[config.mk]
export PLATFORM = sky130hd
export DESIGN_NAME = muldiv_unit
export DESIGN_NICKNAME = d
export VERILOG_FILES = /design/src/muldiv_pkg.sv /design/src/seq_divider.sv /design/src/seq_multiplier.sv /design/src/muldiv_control.sv /design/src/muldiv_unit.sv
export SDC_FILE = /design/constraint.sdc
export NUM_CORES = 1
export LEC_CHECK = 0
export BUFFER_PORTS_ARGS = -buffer_cell sky130_fd_sc_hd__buf_2
export CORE_UTILIZATION = 61
export CTS_BUF_LIST = sky130_fd_sc_hd__clkbuf_8
export CTS_CLUSTER_DIAMETER = 80
export DETAILED_ROUTE_END_ITERATION = 7
export PLACE_DENSITY = 0.76
export SETUP_SLACK_MARGIN = 0.1
export SYNTH_ARGS = -nofsm -noshare
export SYNTH_HDL_FRONTEND = slang
export SYNTH_SLANG_ARGS = --single-unit
export TNS_END_PERCENT = 50
[constraint.sdc]
create_clock -name clk -period 7.2 [get_ports clk]
set_input_delay 0.72 -clock clk [delete_from_list [all_inputs] [get_ports clk]]
set_output_delay 0.72 -clock clk [all_outputs]
set_load 0.02 [all_outputs]
[src/muldiv_pkg.sv]
/* Width, value type, opcodes, FSM states and fixed latencies of the multiply-divide unit.
   Every RTL block and the testbench import what they need from here. */
package muldiv_pkg;

	// ======================================================================
	// Width and value type
	// ======================================================================

	// Operand and result width of the integer core
	localparam int xlen = 32;

	// Step counters in both units must hold xlen+1
	localparam int cnt_w = $clog2(xlen + 2);

	// Operands, partial results and final results all share this type
	typedef logic [xlen-1:0] value_t;

	// ======================================================================
	// Latencies
	// ======================================================================

	// Load strobe to done pulse of the multiplier
	// One input register cycle, xlen add-shift steps, one sign cycle, then done
	localparam int mul_cycles = xlen + 3;

	// Load strobe to done pulse of the divider
	// One input register cycle and xlen+1 compare/shift pairs
	// A last compare sees the count run out, then sign correction, then done
	localparam int div_cycles = 2 * xlen + 6;

	// ======================================================================
	// Opcodes and states
	// ======================================================================

	// Bit 2 set marks the divide group
	typedef enum logic [2:0] {
		op_mul    = 3'd0,
		op_mulh   = 3'd1,
		op_mulhsu = 3'd2,
		op_mulhu  = 3'd3,
		op_div    = 3'd4,
		op_divu   = 3'd5,
		op_rem    = 3'd6,
		op_remu   = 3'd7
	} muldiv_op_t;

	// Restoring divider with a compare state and a shift-subtract state per bit
	typedef enum logic [2:0] {
		div_idle  = 3'd0,
		div_cmp   = 3'd1,
		div_shift = 3'd2,
		div_sign  = 3'd3,
		div_done  = 3'd4
	} div_state_t;

	// Shift-add multiplier with one accumulate step per multiplier bit
	typedef enum logic [1:0] {
		mul_idle = 2'd0,
		mul_step = 2'd1,
		mul_sign = 2'd2,
		mul_done = 2'd3
	} mul_state_t;

endpackage

[src/seq_divider.sv]
/* Iterative restoring divider with truncating sign handling and a divide-by-zero flag.
   Pulse ld with the operands and sign mode, and quo and rem are valid while done is high. */
`timescale 1ns/1ps

module seq_divider (
	input  logic               clk,
	input  logic               rst,
	input  logic               ld,
	input  logic               sgn,
	input  logic               sgnus,
	input  muldiv_pkg::value_t a,
	input  muldiv_pkg::value_t b,
	output muldiv_pkg::value_t quo,
	output muldiv_pkg::value_t rem,
	output logic               dvbyzr,
	output logic               done
);
	import muldiv_pkg::*;

	div_state_t state;
	logic [cnt_w-1:0] cnt;

	// Input register stage
	logic ld1;
	logic sgn1;
	logic sgnus1;
	value_t a1;
	value_t b1;

	// Divisor magnitude, quotient shift register and partial remainder
	value_t bb;
	value_t q;
	logic [xlen:0] r;
	value_t r1;
	logic b0;

	// Result signs for quotient and remainder
	logic qs;
	logic rs;

	// Subtract only when the last compare found the divisor fits
	// The difference is always below bb so it fits in xlen bits
	assign r1 = b0 ? value_t'(r - {1'b0, bb}) : r[xlen-1:0];

	assign done = (state == div_done);

	// ======================================================================
	// Input register
	// ======================================================================

	always_ff @(posedge clk) begin
		if (rst)
			ld1 <= 1'b0;
		else
			ld1 <= ld;
	end

	always_ff @(posedge clk) begin
		a1 <= a;
		b1 <= b;
		sgn1 <= sgn;
		sgnus1 <= sgnus;
	end

	// ======================================================================
	// Sequencer
	// ======================================================================

	always_ff @(posedge clk) begin
		if (rst) begin
			state <= div_idle;
			cnt <= '0;
			dvbyzr <= 1'b0;
		end else begin
			case (state)
				// The compare after the last shift only hands over to sign correction
				div_cmp:
					if (cnt == '0)
						state <= div_sign;
					else
						state <= div_shift;
				div_shift: begin
					cnt <= cnt - 1'b1;
					state <= div_cmp;
				end
				div_sign:
					state <= div_done;
				default:
					state <= div_idle;
			endcase
			// A new load restarts the divider from any state
			if (ld1) begin
				// One bit per pair plus one extra pair that shifts in the first dividend bit
				cnt <= cnt_w'((div_cycles - 6) / 2 + 1);
				dvbyzr <= (b1 == '0);
				state <= div_cmp;
			end
		end
	end

	// ======================================================================
	// Datapath
	// ======================================================================

	always_ff @(posedge clk) begin
		case (state)
			div_cmp:
				b0 <= ({1'b0, bb} <= r);
			div_shift: begin
				// Quotient bit enters at the bottom and the dividend MSB moves into r
				q <= {q[xlen-2:0], b0};
				r <= {r1, q[xlen-1]};
			end
			div_sign: begin
				quo <= qs ? -q : q;
				rem <= rs ? -r[xlen:1] : r[xlen:1];
			end
			default: ;
		endcase
		if (ld1) begin
			// Zero divisor keeps a positive all-ones quotient in every mode
			if (sgn1) begin
				q <= a1[xlen-1] ? -a1 : a1;
				bb <= b1[xlen-1] ? -b1 : b1;
				qs <= (a1[xlen-1] ^ b1[xlen-1]) & (|b1);
				rs <= a1[xlen-1];
			end else if (sgnus1) begin
				q <= a1[xlen-1] ? -a1 : a1;
				bb <= b1;
				qs <= a1[xlen-1] & (|b1);
				rs <= a1[xlen-1];
			end else begin
				q <= a1;
				bb <= b1;
				qs <= 1'b0;
				rs <= 1'b0;
			end
			r <= '0;
		end
	end

endmodule

[src/seq_multiplier.sv]
/* Iterative shift-add multiplier working on operand magnitudes, giving a 64-bit product.
   Pulse ld with the operands and sign mode, and prod_hi and prod_lo are valid at done. */
`timescale 1ns/1ps

module seq_multiplier (
	input  logic               clk,
	input  logic               rst,
	input  logic               ld,
	input  logic               sgn,
	input  logic               sgnus,
	input  muldiv_pkg::value_t a,
	input  muldiv_pkg::value_t b,
	output muldiv_pkg::value_t prod_lo,
	output muldiv_pkg::value_t prod_hi,
	output logic               done
);
	import muldiv_pkg::*;

	mul_state_t state;
	logic [cnt_w-1:0] cnt;

	// Input register stage
	logic ld1;
	logic sgn1;
	logic sgnus1;
	value_t a1;
	value_t b1;

	// Multiplicand magnitude and the double-width accumulator
	// The multiplier magnitude starts in the low half and is shifted out bit by bit
	value_t mcand;
	logic [2*xlen-1:0] acc;
	logic [xlen:0] sum;

	// Product sign
	logic ps;

	// Upper half plus the multiplicand when the current multiplier bit is set
	assign sum = {1'b0, acc[2*xlen-1:xlen]} + (acc[0] ? {1'b0, mcand} : '0);

	assign done = (state == mul_done);

	// ======================================================================
	// Input register and sequencer
	// ======================================================================

	always_ff @(posedge clk) begin
		a1 <= a;
		b1 <= b;
		sgn1 <= sgn;
		sgnus1 <= sgnus;
	end

	always_ff @(posedge clk) begin
		if (rst) begin
			ld1 <= 1'b0;
			state <= mul_idle;
			cnt <= '0;
		end else begin
			ld1 <= ld;
			case (state)
				mul_step: begin
					cnt <= cnt - 1'b1;
					if (cnt == cnt_w'(1))
						state <= mul_sign;
				end
				mul_sign:
					state <= mul_done;
				default:
					state <= mul_idle;
			endcase
			if (ld1) begin
				// Everything except the input, sign and done cycles is stepping
				cnt <= cnt_w'(mul_cycles - 3);
				state <= mul_step;
			end
		end
	end

	// ======================================================================
	// Datapath
	// ======================================================================

	always_ff @(posedge clk) begin
		case (state)
			mul_step:
				acc <= {sum, acc[xlen-1:1]};
			mul_sign:
				{prod_hi, prod_lo} <= ps ? -acc : acc;
			default: ;
		endcase
		if (ld1) begin
			// In signed-by-unsigned mode only a carries a sign
			if (sgn1) begin
				mcand <= a1[xlen-1] ? -a1 : a1;
				acc <= {{xlen{1'b0}}, (b1[xlen-1] ? -b1 : b1)};
				ps <= a1[xlen-1] ^ b1[xlen-1];
			end else if (sgnus1) begin
				mcand <= a1[xlen-1] ? -a1 : a1;
				acc <= {{xlen{1'b0}}, b1};
				ps <= a1[xlen-1];
			end else begin
				mcand <= a1;
				acc <= {{xlen{1'b0}}, b1};
				ps <= 1'b0;
			end
		end
	end

endmodule

[src/muldiv_control.sv]
/* Opcode decode, unit start, busy tracking and result selection for the multiply-divide unit.
   Accepts ld only while idle and holds res and dbz from one done pulse to the next. */
`timescale 1ns/1ps

module muldiv_control (
	input  logic                   clk,
	input  logic                   rst,
	input  logic                   ld,
	input  muldiv_pkg::muldiv_op_t op,
	input  muldiv_pkg::value_t     a,
	input  muldiv_pkg::value_t     b,
	input  logic                   mul_done,
	input  logic                   div_done,
	input  muldiv_pkg::value_t     prod_lo,
	input  muldiv_pkg::value_t     prod_hi,
	input  muldiv_pkg::value_t     quo,
	input  muldiv_pkg::value_t     rem,
	input  logic                   dvbyzr,
	output logic                   mul_ld,
	output logic                   div_ld,
	output logic                   sgn,
	output logic                   sgnus,
	output muldiv_pkg::value_t     opa,
	output muldiv_pkg::value_t     opb,
	output muldiv_pkg::value_t     res,
	output logic                   dbz,
	output logic                   done,
	output logic                   busy
);
	import muldiv_pkg::*;

	muldiv_op_t op_q;
	logic accept;
	logic unit_done;
	value_t sel;

	function automatic logic is_div_op(input muldiv_op_t o);
		return o inside {op_div, op_divu, op_rem, op_remu};
	endfunction

	// A strobe that arrives while busy is simply dropped
	assign accept = ld & ~busy;

	// Only the unit that was started can answer
	assign unit_done = busy & (is_div_op(op_q) ? div_done : mul_done);

	// Pick the product half, quotient or remainder by the held opcode
	always_comb begin
		case (op_q)
			op_mul:                       sel = prod_lo;
			op_mulh, op_mulhsu, op_mulhu: sel = prod_hi;
			op_div, op_divu:              sel = quo;
			default:                      sel = rem;
		endcase
	end

	// ======================================================================
	// Issue, busy and result registers
	// ======================================================================

	always_ff @(posedge clk) begin
		if (rst) begin
			op_q <= op_mul;
			sgn <= 1'b0;
			sgnus <= 1'b0;
			mul_ld <= 1'b0;
			div_ld <= 1'b0;
			busy <= 1'b0;
			done <= 1'b0;
			res <= '0;
			dbz <= 1'b0;
		end else begin
			// Unit strobes come one cycle after the accepted ld
			mul_ld <= accept & ~is_div_op(op);
			div_ld <= accept & is_div_op(op);
			done <= unit_done;
			if (accept) begin
				op_q <= op;
				busy <= 1'b1;
				sgn <= op inside {op_mul, op_mulh, op_div, op_rem};
				sgnus <= (op == op_mulhsu);
			end else if (done) begin
				busy <= 1'b0;
			end
			if (unit_done) begin
				res <= sel;
				dbz <= is_div_op(op_q) & dvbyzr;
			end
		end
	end

	// Operands only need to be stable when the unit samples them
	always_ff @(posedge clk) begin
		if (accept) begin
			opa <= a;
			opb <= b;
		end
	end

endmodule

[src/muldiv_unit.sv]
/* Top level of the multiply-divide unit with the control block and both arithmetic units.
   Drive ld with op, a and b while busy is low, and read res and dbz when done pulses. */
`timescale 1ns/1ps

module muldiv_unit (
	input  logic                   clk,
	input  logic                   rst,
	input  logic                   ld,
	input  muldiv_pkg::muldiv_op_t op,
	input  muldiv_pkg::value_t     a,
	input  muldiv_pkg::value_t     b,
	output muldiv_pkg::value_t     res,
	output logic                   dbz,
	output logic                   done,
	output logic                   busy
);
	import muldiv_pkg::*;

	// Start strobes and the shared sign mode and operands
	logic mul_ld;
	logic div_ld;
	logic sgn;
	logic sgnus;
	value_t opa;
	value_t opb;

	// Answers from the two units
	logic mul_done;
	logic div_done;
	value_t prod_lo;
	value_t prod_hi;
	value_t quo;
	value_t rem;
	logic dvbyzr;

	muldiv_control i_muldiv_control (
		.clk      (clk),
		.rst      (rst),
		.ld       (ld),
		.op       (op),
		.a        (a),
		.b        (b),
		.mul_done (mul_done),
		.div_done (div_done),
		.prod_lo  (prod_lo),
		.prod_hi  (prod_hi),
		.quo      (quo),
		.rem      (rem),
		.dvbyzr   (dvbyzr),
		.mul_ld   (mul_ld),
		.div_ld   (div_ld),
		.sgn      (sgn),
		.sgnus    (sgnus),
		.opa      (opa),
		.opb      (opb),
		.res      (res),
		.dbz      (dbz),
		.done     (done),
		.busy     (busy)
	);

	seq_multiplier i_seq_multiplier (
		.clk     (clk),
		.rst     (rst),
		.ld      (mul_ld),
		.sgn     (sgn),
		.sgnus   (sgnus),
		.a       (opa),
		.b       (opb),
		.prod_lo (prod_lo),
		.prod_hi (prod_hi),
		.done    (mul_done)
	);

	seq_divider i_seq_divider (
		.clk    (clk),
		.rst    (rst),
		.ld     (div_ld),
		.sgn    (sgn),
		.sgnus  (sgnus),
		.a      (opa),
		.b      (opb),
		.quo    (quo),
		.rem    (rem),
		.dvbyzr (dvbyzr),
		.done   (div_done)
	);

endmodule

==> key figures <==
CTS
  – Post-CTS setup buffer count: 0
  – CTS tree: yes
  – Post-CTS Hold Fix Bufs: 0
  – Post_cts resized: 0
  – Root buf cell: clkbuf_8
  – CTS Buf Count: 85
  – Max Buffers Root-to-Sink: 3
  – H-tree levels: 3
  – CTS clk-pin slew, worst paths: 0.07 ns
  – Clk sinks: 517
  – Worst-Skew Late Latency: 0.72 ns

Timing
  – Final setup violation count: 0
  – Slew HR: between 30% and 40%
  – Min Clock Period, post-route: 3.745 ns
  – Period utilisation layout: a little over half
  – TNS Setup: 0 ns
  – Slew Limit Fails: 0
  – Fin. Hold Viols: 0
  – Least-Margin Pin Slew: 1.024 ns
  – Peak Freq: 267.0 MHz
  – Unrepaired setup endpoints after global routing: no
  – Final setup margin: 3.455 ns
  – Worst Skew: 0.04567 ns

Global route
  – Vias in the first global route: 18.33k
  – Initial antenna violation count: 5
  – Tot GR Track Use: 31.45%
  – Total gr overflow: 0
  – Largest net degree at the start of global routing: 68
  – First-pass GRT wire length: roughly 110 mm

Logic synthesis
  – Yosys cell types: 76
  – Ys flop type: edfxtp_1
  – Syn. warnings: 0
  – Asr flop ratio synth: 0%
  – Sequential share of the synthesized area: 51.93%
  – Syn nets: 2694
  – Number of enable flip-flop cells after synthesis: 356
  – Area leader, netlist: edfxtp_1
  – Post-Synthesis Cells: 2516
  – Synth area leaders: edfxtp_1, dfxtp_1, xnor2_1
  – Most frequent cell after synthesis: edfxtp_1
  – Post-synth top cells: edfxtp_1, nor2_1, nand2_1
  – Flops & latches, synth: 517
  – Synth top area share: 39.90%
  – Mean Syn Cell Area: ~11 um^2
  – Syn Std Cell Area: 26790 um^2

Place
  – PortBufs: 104
  – Final GP Congestion: around 0.97
  – Hpwl dp: between 50 and 60 mm
  – Dpl ws: 3.603 ns

Drt
  – Via density: 6.154
  – Iteration-0 DRC Markers: 2377
  – Drt pass-1 iters: 6
  – Vias post-DR: 20.07k
  – Final ANT Viol Nets: 0
  – Drt wl/cell: 21.59 um
  – Drt total wl: 70.39 mm
  – # DRC: 0

Power and ir drop
  – Switch share: 31.02%
  – NetSw: roughly 2.5 mW
  – Seq pwr share: between 40% and 50%
  – P_int: 5.633 mW
  – Pwr per Cell Area: 276.2 nW/um^2
  – Peak supply drop: roughly 240 uV
  – Clock power frac: 33.1%
  – Gate power share: 21.0%
  – Leak pwr: ~11 nW

Die
  – Die area: 44760 um^2
  – Core Footprint: 43170 um^2
  – Chip Width: 211.6 um
  – Row count: 76
  – Starting Density: 62.06%
  – Top Ports: 105
  – Die H: 211.6 um

Critical path
  – CP Max Fanout: 8
  – Cell count along the critical path: 7
  – Worst Setup End Kind: register
  – CP peak stage delay: 0.64 ns
  – Worst R2R Start: i_seq_multiplier.acc[8]
  – Max stage delay cell, worst path: or4_1
  – Reg-to-reg slack, setup: 3.46 ns
  – Reg2reg path depth: 7
  – WP data arrival: 4.18 ns
  – Crit-path leading delay family: simple AND/OR/NAND/NOR gates
  – Crit-path most repeated cell: nand3_1
  – Crit path kind: reg -> reg
  – Sequence of cells on the critical path: or4_1 > nor4_2 > nand3_1 > nor4_1 > nand3_1 > o41ai_1 > xnor2_1
  – Critical Path Source: i_seq_multiplier.acc[8]
  – Required @ worst endpoint: 7.63 ns
  – Crit start category: register
  – Buf+Inv Stages, Crit Path: 0
  – Terminus of the critical flop-to-flop path: i_seq_multiplier.prod_hi[29]

Hold path
  – Hold endpoint: i_muldiv_control.opa[6]
  – Worst Hold Launch: a[6]
  – Hold-critical path depth: 1
  – Worst hold path class: in -> reg

Final layout
  – Seq. cell area: roughly 14000 um^2
  – Layout area overhead: 10.34%
  – Final nets: 2781
  – Fillers: 3315
  – Share of cells above drive strength 1: 14.06%
  – Area of the multi-input gates: 11990 um^2

Outcome
  – Status: complete, no violations

Run
  – Max-cap violations: 0
[cells by family after synthesis]
| logic type | count (synthesis) | synth area share, % |
|---|---|---|
| XOR/XNOR | 224 | 7.323 |
| buffers and inverters | 236 | 3.367 |
| AO/OA/AOI/OAI | 531 | 12.86 |
| flip-flops | 517 | 51.93 |
| multiplexers | 75 | 4.432 |
| AND/OR/NAND/NOR | 825 | 14.98 |
| adder cells (fa/ha/maj) | 108 | 5.100 |
[layer usage]
metal / GRT usage, % / vias up / routed length (um)
met2: 47.71 / 957 / 31580
li1: - / 9303 / -
met4: 9.445 / 6 / 1834
met5: 0 / - / 48
met3: 6.453 / 152 / 6765
met1: 45.55 / 9651 / 30170
[worst register-to-register path, cell delays in order, from the launching register on]
cell      delay (ns)
edfxtp_1        0.44
or4_1           0.64
nor4_2          0.57
nand3_1         0.27
nor4_1          0.52
nand3_1         0.46
o41ai_1         0.44
xnor2_1         0.13
[layout by cell type (no fill, tap or decap), drive strengths merged, types with 18 or more instances in the layout]
cell type | synthesis | final
or3 | 26 | 26
dfxtp | 161 | 161
a211oi | 31 | 31
xnor2 | 172 | 172
o41ai | 26 | 26
nand2b | 18 | 18
nand3 | 70 | 70
o31ai | 52 | 52
a21o | 41 | 41
mux4 | 32 | 32
clkbuf | 110 | 99
and2 | 43 | 43
buf | 15 | 125
ha | 106 | 106
a31oi | 22 | 22
o21ai | 109 | 109
xor2 | 52 | 52
inv | 111 | 142
nor2b | 20 | 20
mux2 | 29 | 29
nor2 | 267 | 267
clkinv | 0 | 21
a21oi | 149 | 149
nor3 | 43 | 43
nand2 | 182 | 182
nor4 | 20 | 20
or2 | 43 | 43
edfxtp | 356 | 356
or4 | 28 | 28
nand4 | 22 | 22
[state kept, by name, summed over array words and instances (netlist names), 6 cells and up]
signal                    count
i_seq_divider.r              33
i_seq_divider.b1             32
i_seq_divider.rem            32
i_seq_multiplier.cnt          6
i_seq_divider.cnt             6
i_seq_multiplier.acc         64
i_seq_divider.quo            32
i_seq_multiplier.prod_hi     32
i_seq_multiplier.prod_lo     32
i_muldiv_control.res         32
i_seq_divider.bb             32
i_seq_divider.a1             32
i_seq_multiplier.mcand       32
i_muldiv_control.opa         32
i_seq_divider.q              32
i_muldiv_control.opb         32
[power by group through the flow]
stage	clock [mW]	combinational, mW	sequential, mW
3_3_place_gp	0	1.64	3.79
2_1_floorplan	0	1.29	3.70
6_report	2.71	1.72	3.74
4_1_cts	2.74	1.69	3.74
5_1_grt	2.87	1.88	3.77
3_5_place_dp	0	1.67	3.80
[how the worst max path moves through the flow]
stage | slack, ns | endpoint
after floorplan | 3.53 | i_seq_divider.quo[0]
after global placement | 3.63 | i_seq_multiplier.acc[50]
after detailed placement | 3.60 | i_seq_multiplier.prod_hi[29]
after CTS | 3.52 | i_seq_multiplier.prod_hi[29]
after global routing | 3.13 | i_seq_multiplier.prod_hi[19]
final | 3.46 | i_seq_multiplier.prod_hi[29]
[metrics by stage]
step	power, mW	hold WS, ns	instances	cell area [um^2]	utilization (%)
after global routing	8.522	0.1363	3260	29560	68.47
after CTS	8.164	0.1435	3260	29560	68.47
final	8.166	0.1839	3261	29560	68.48
after global placement	5.432	0.3234	3101	27740	64.26
after detailed placement	5.471	0.3269	3101	27740	64.26
after floorplan	4.983	0.3233	2516	26790	-
[layout make-up]
class | count | share of cell area [%]
Sequential cell | 517 | 47.10
Multi-Input combinational cell | 1763 | 40.56
Clock buffer | 99 | 4.609
Tap cell | 585 | 2.476
Timing Repair Buffer | 125 | 2.294
Clock inverter | 60 | 1.545
Inverter | 111 | 1.409
Antenna cell | 1 | 0.008465
Note: power is estimated with default switching activity, not from simulation.
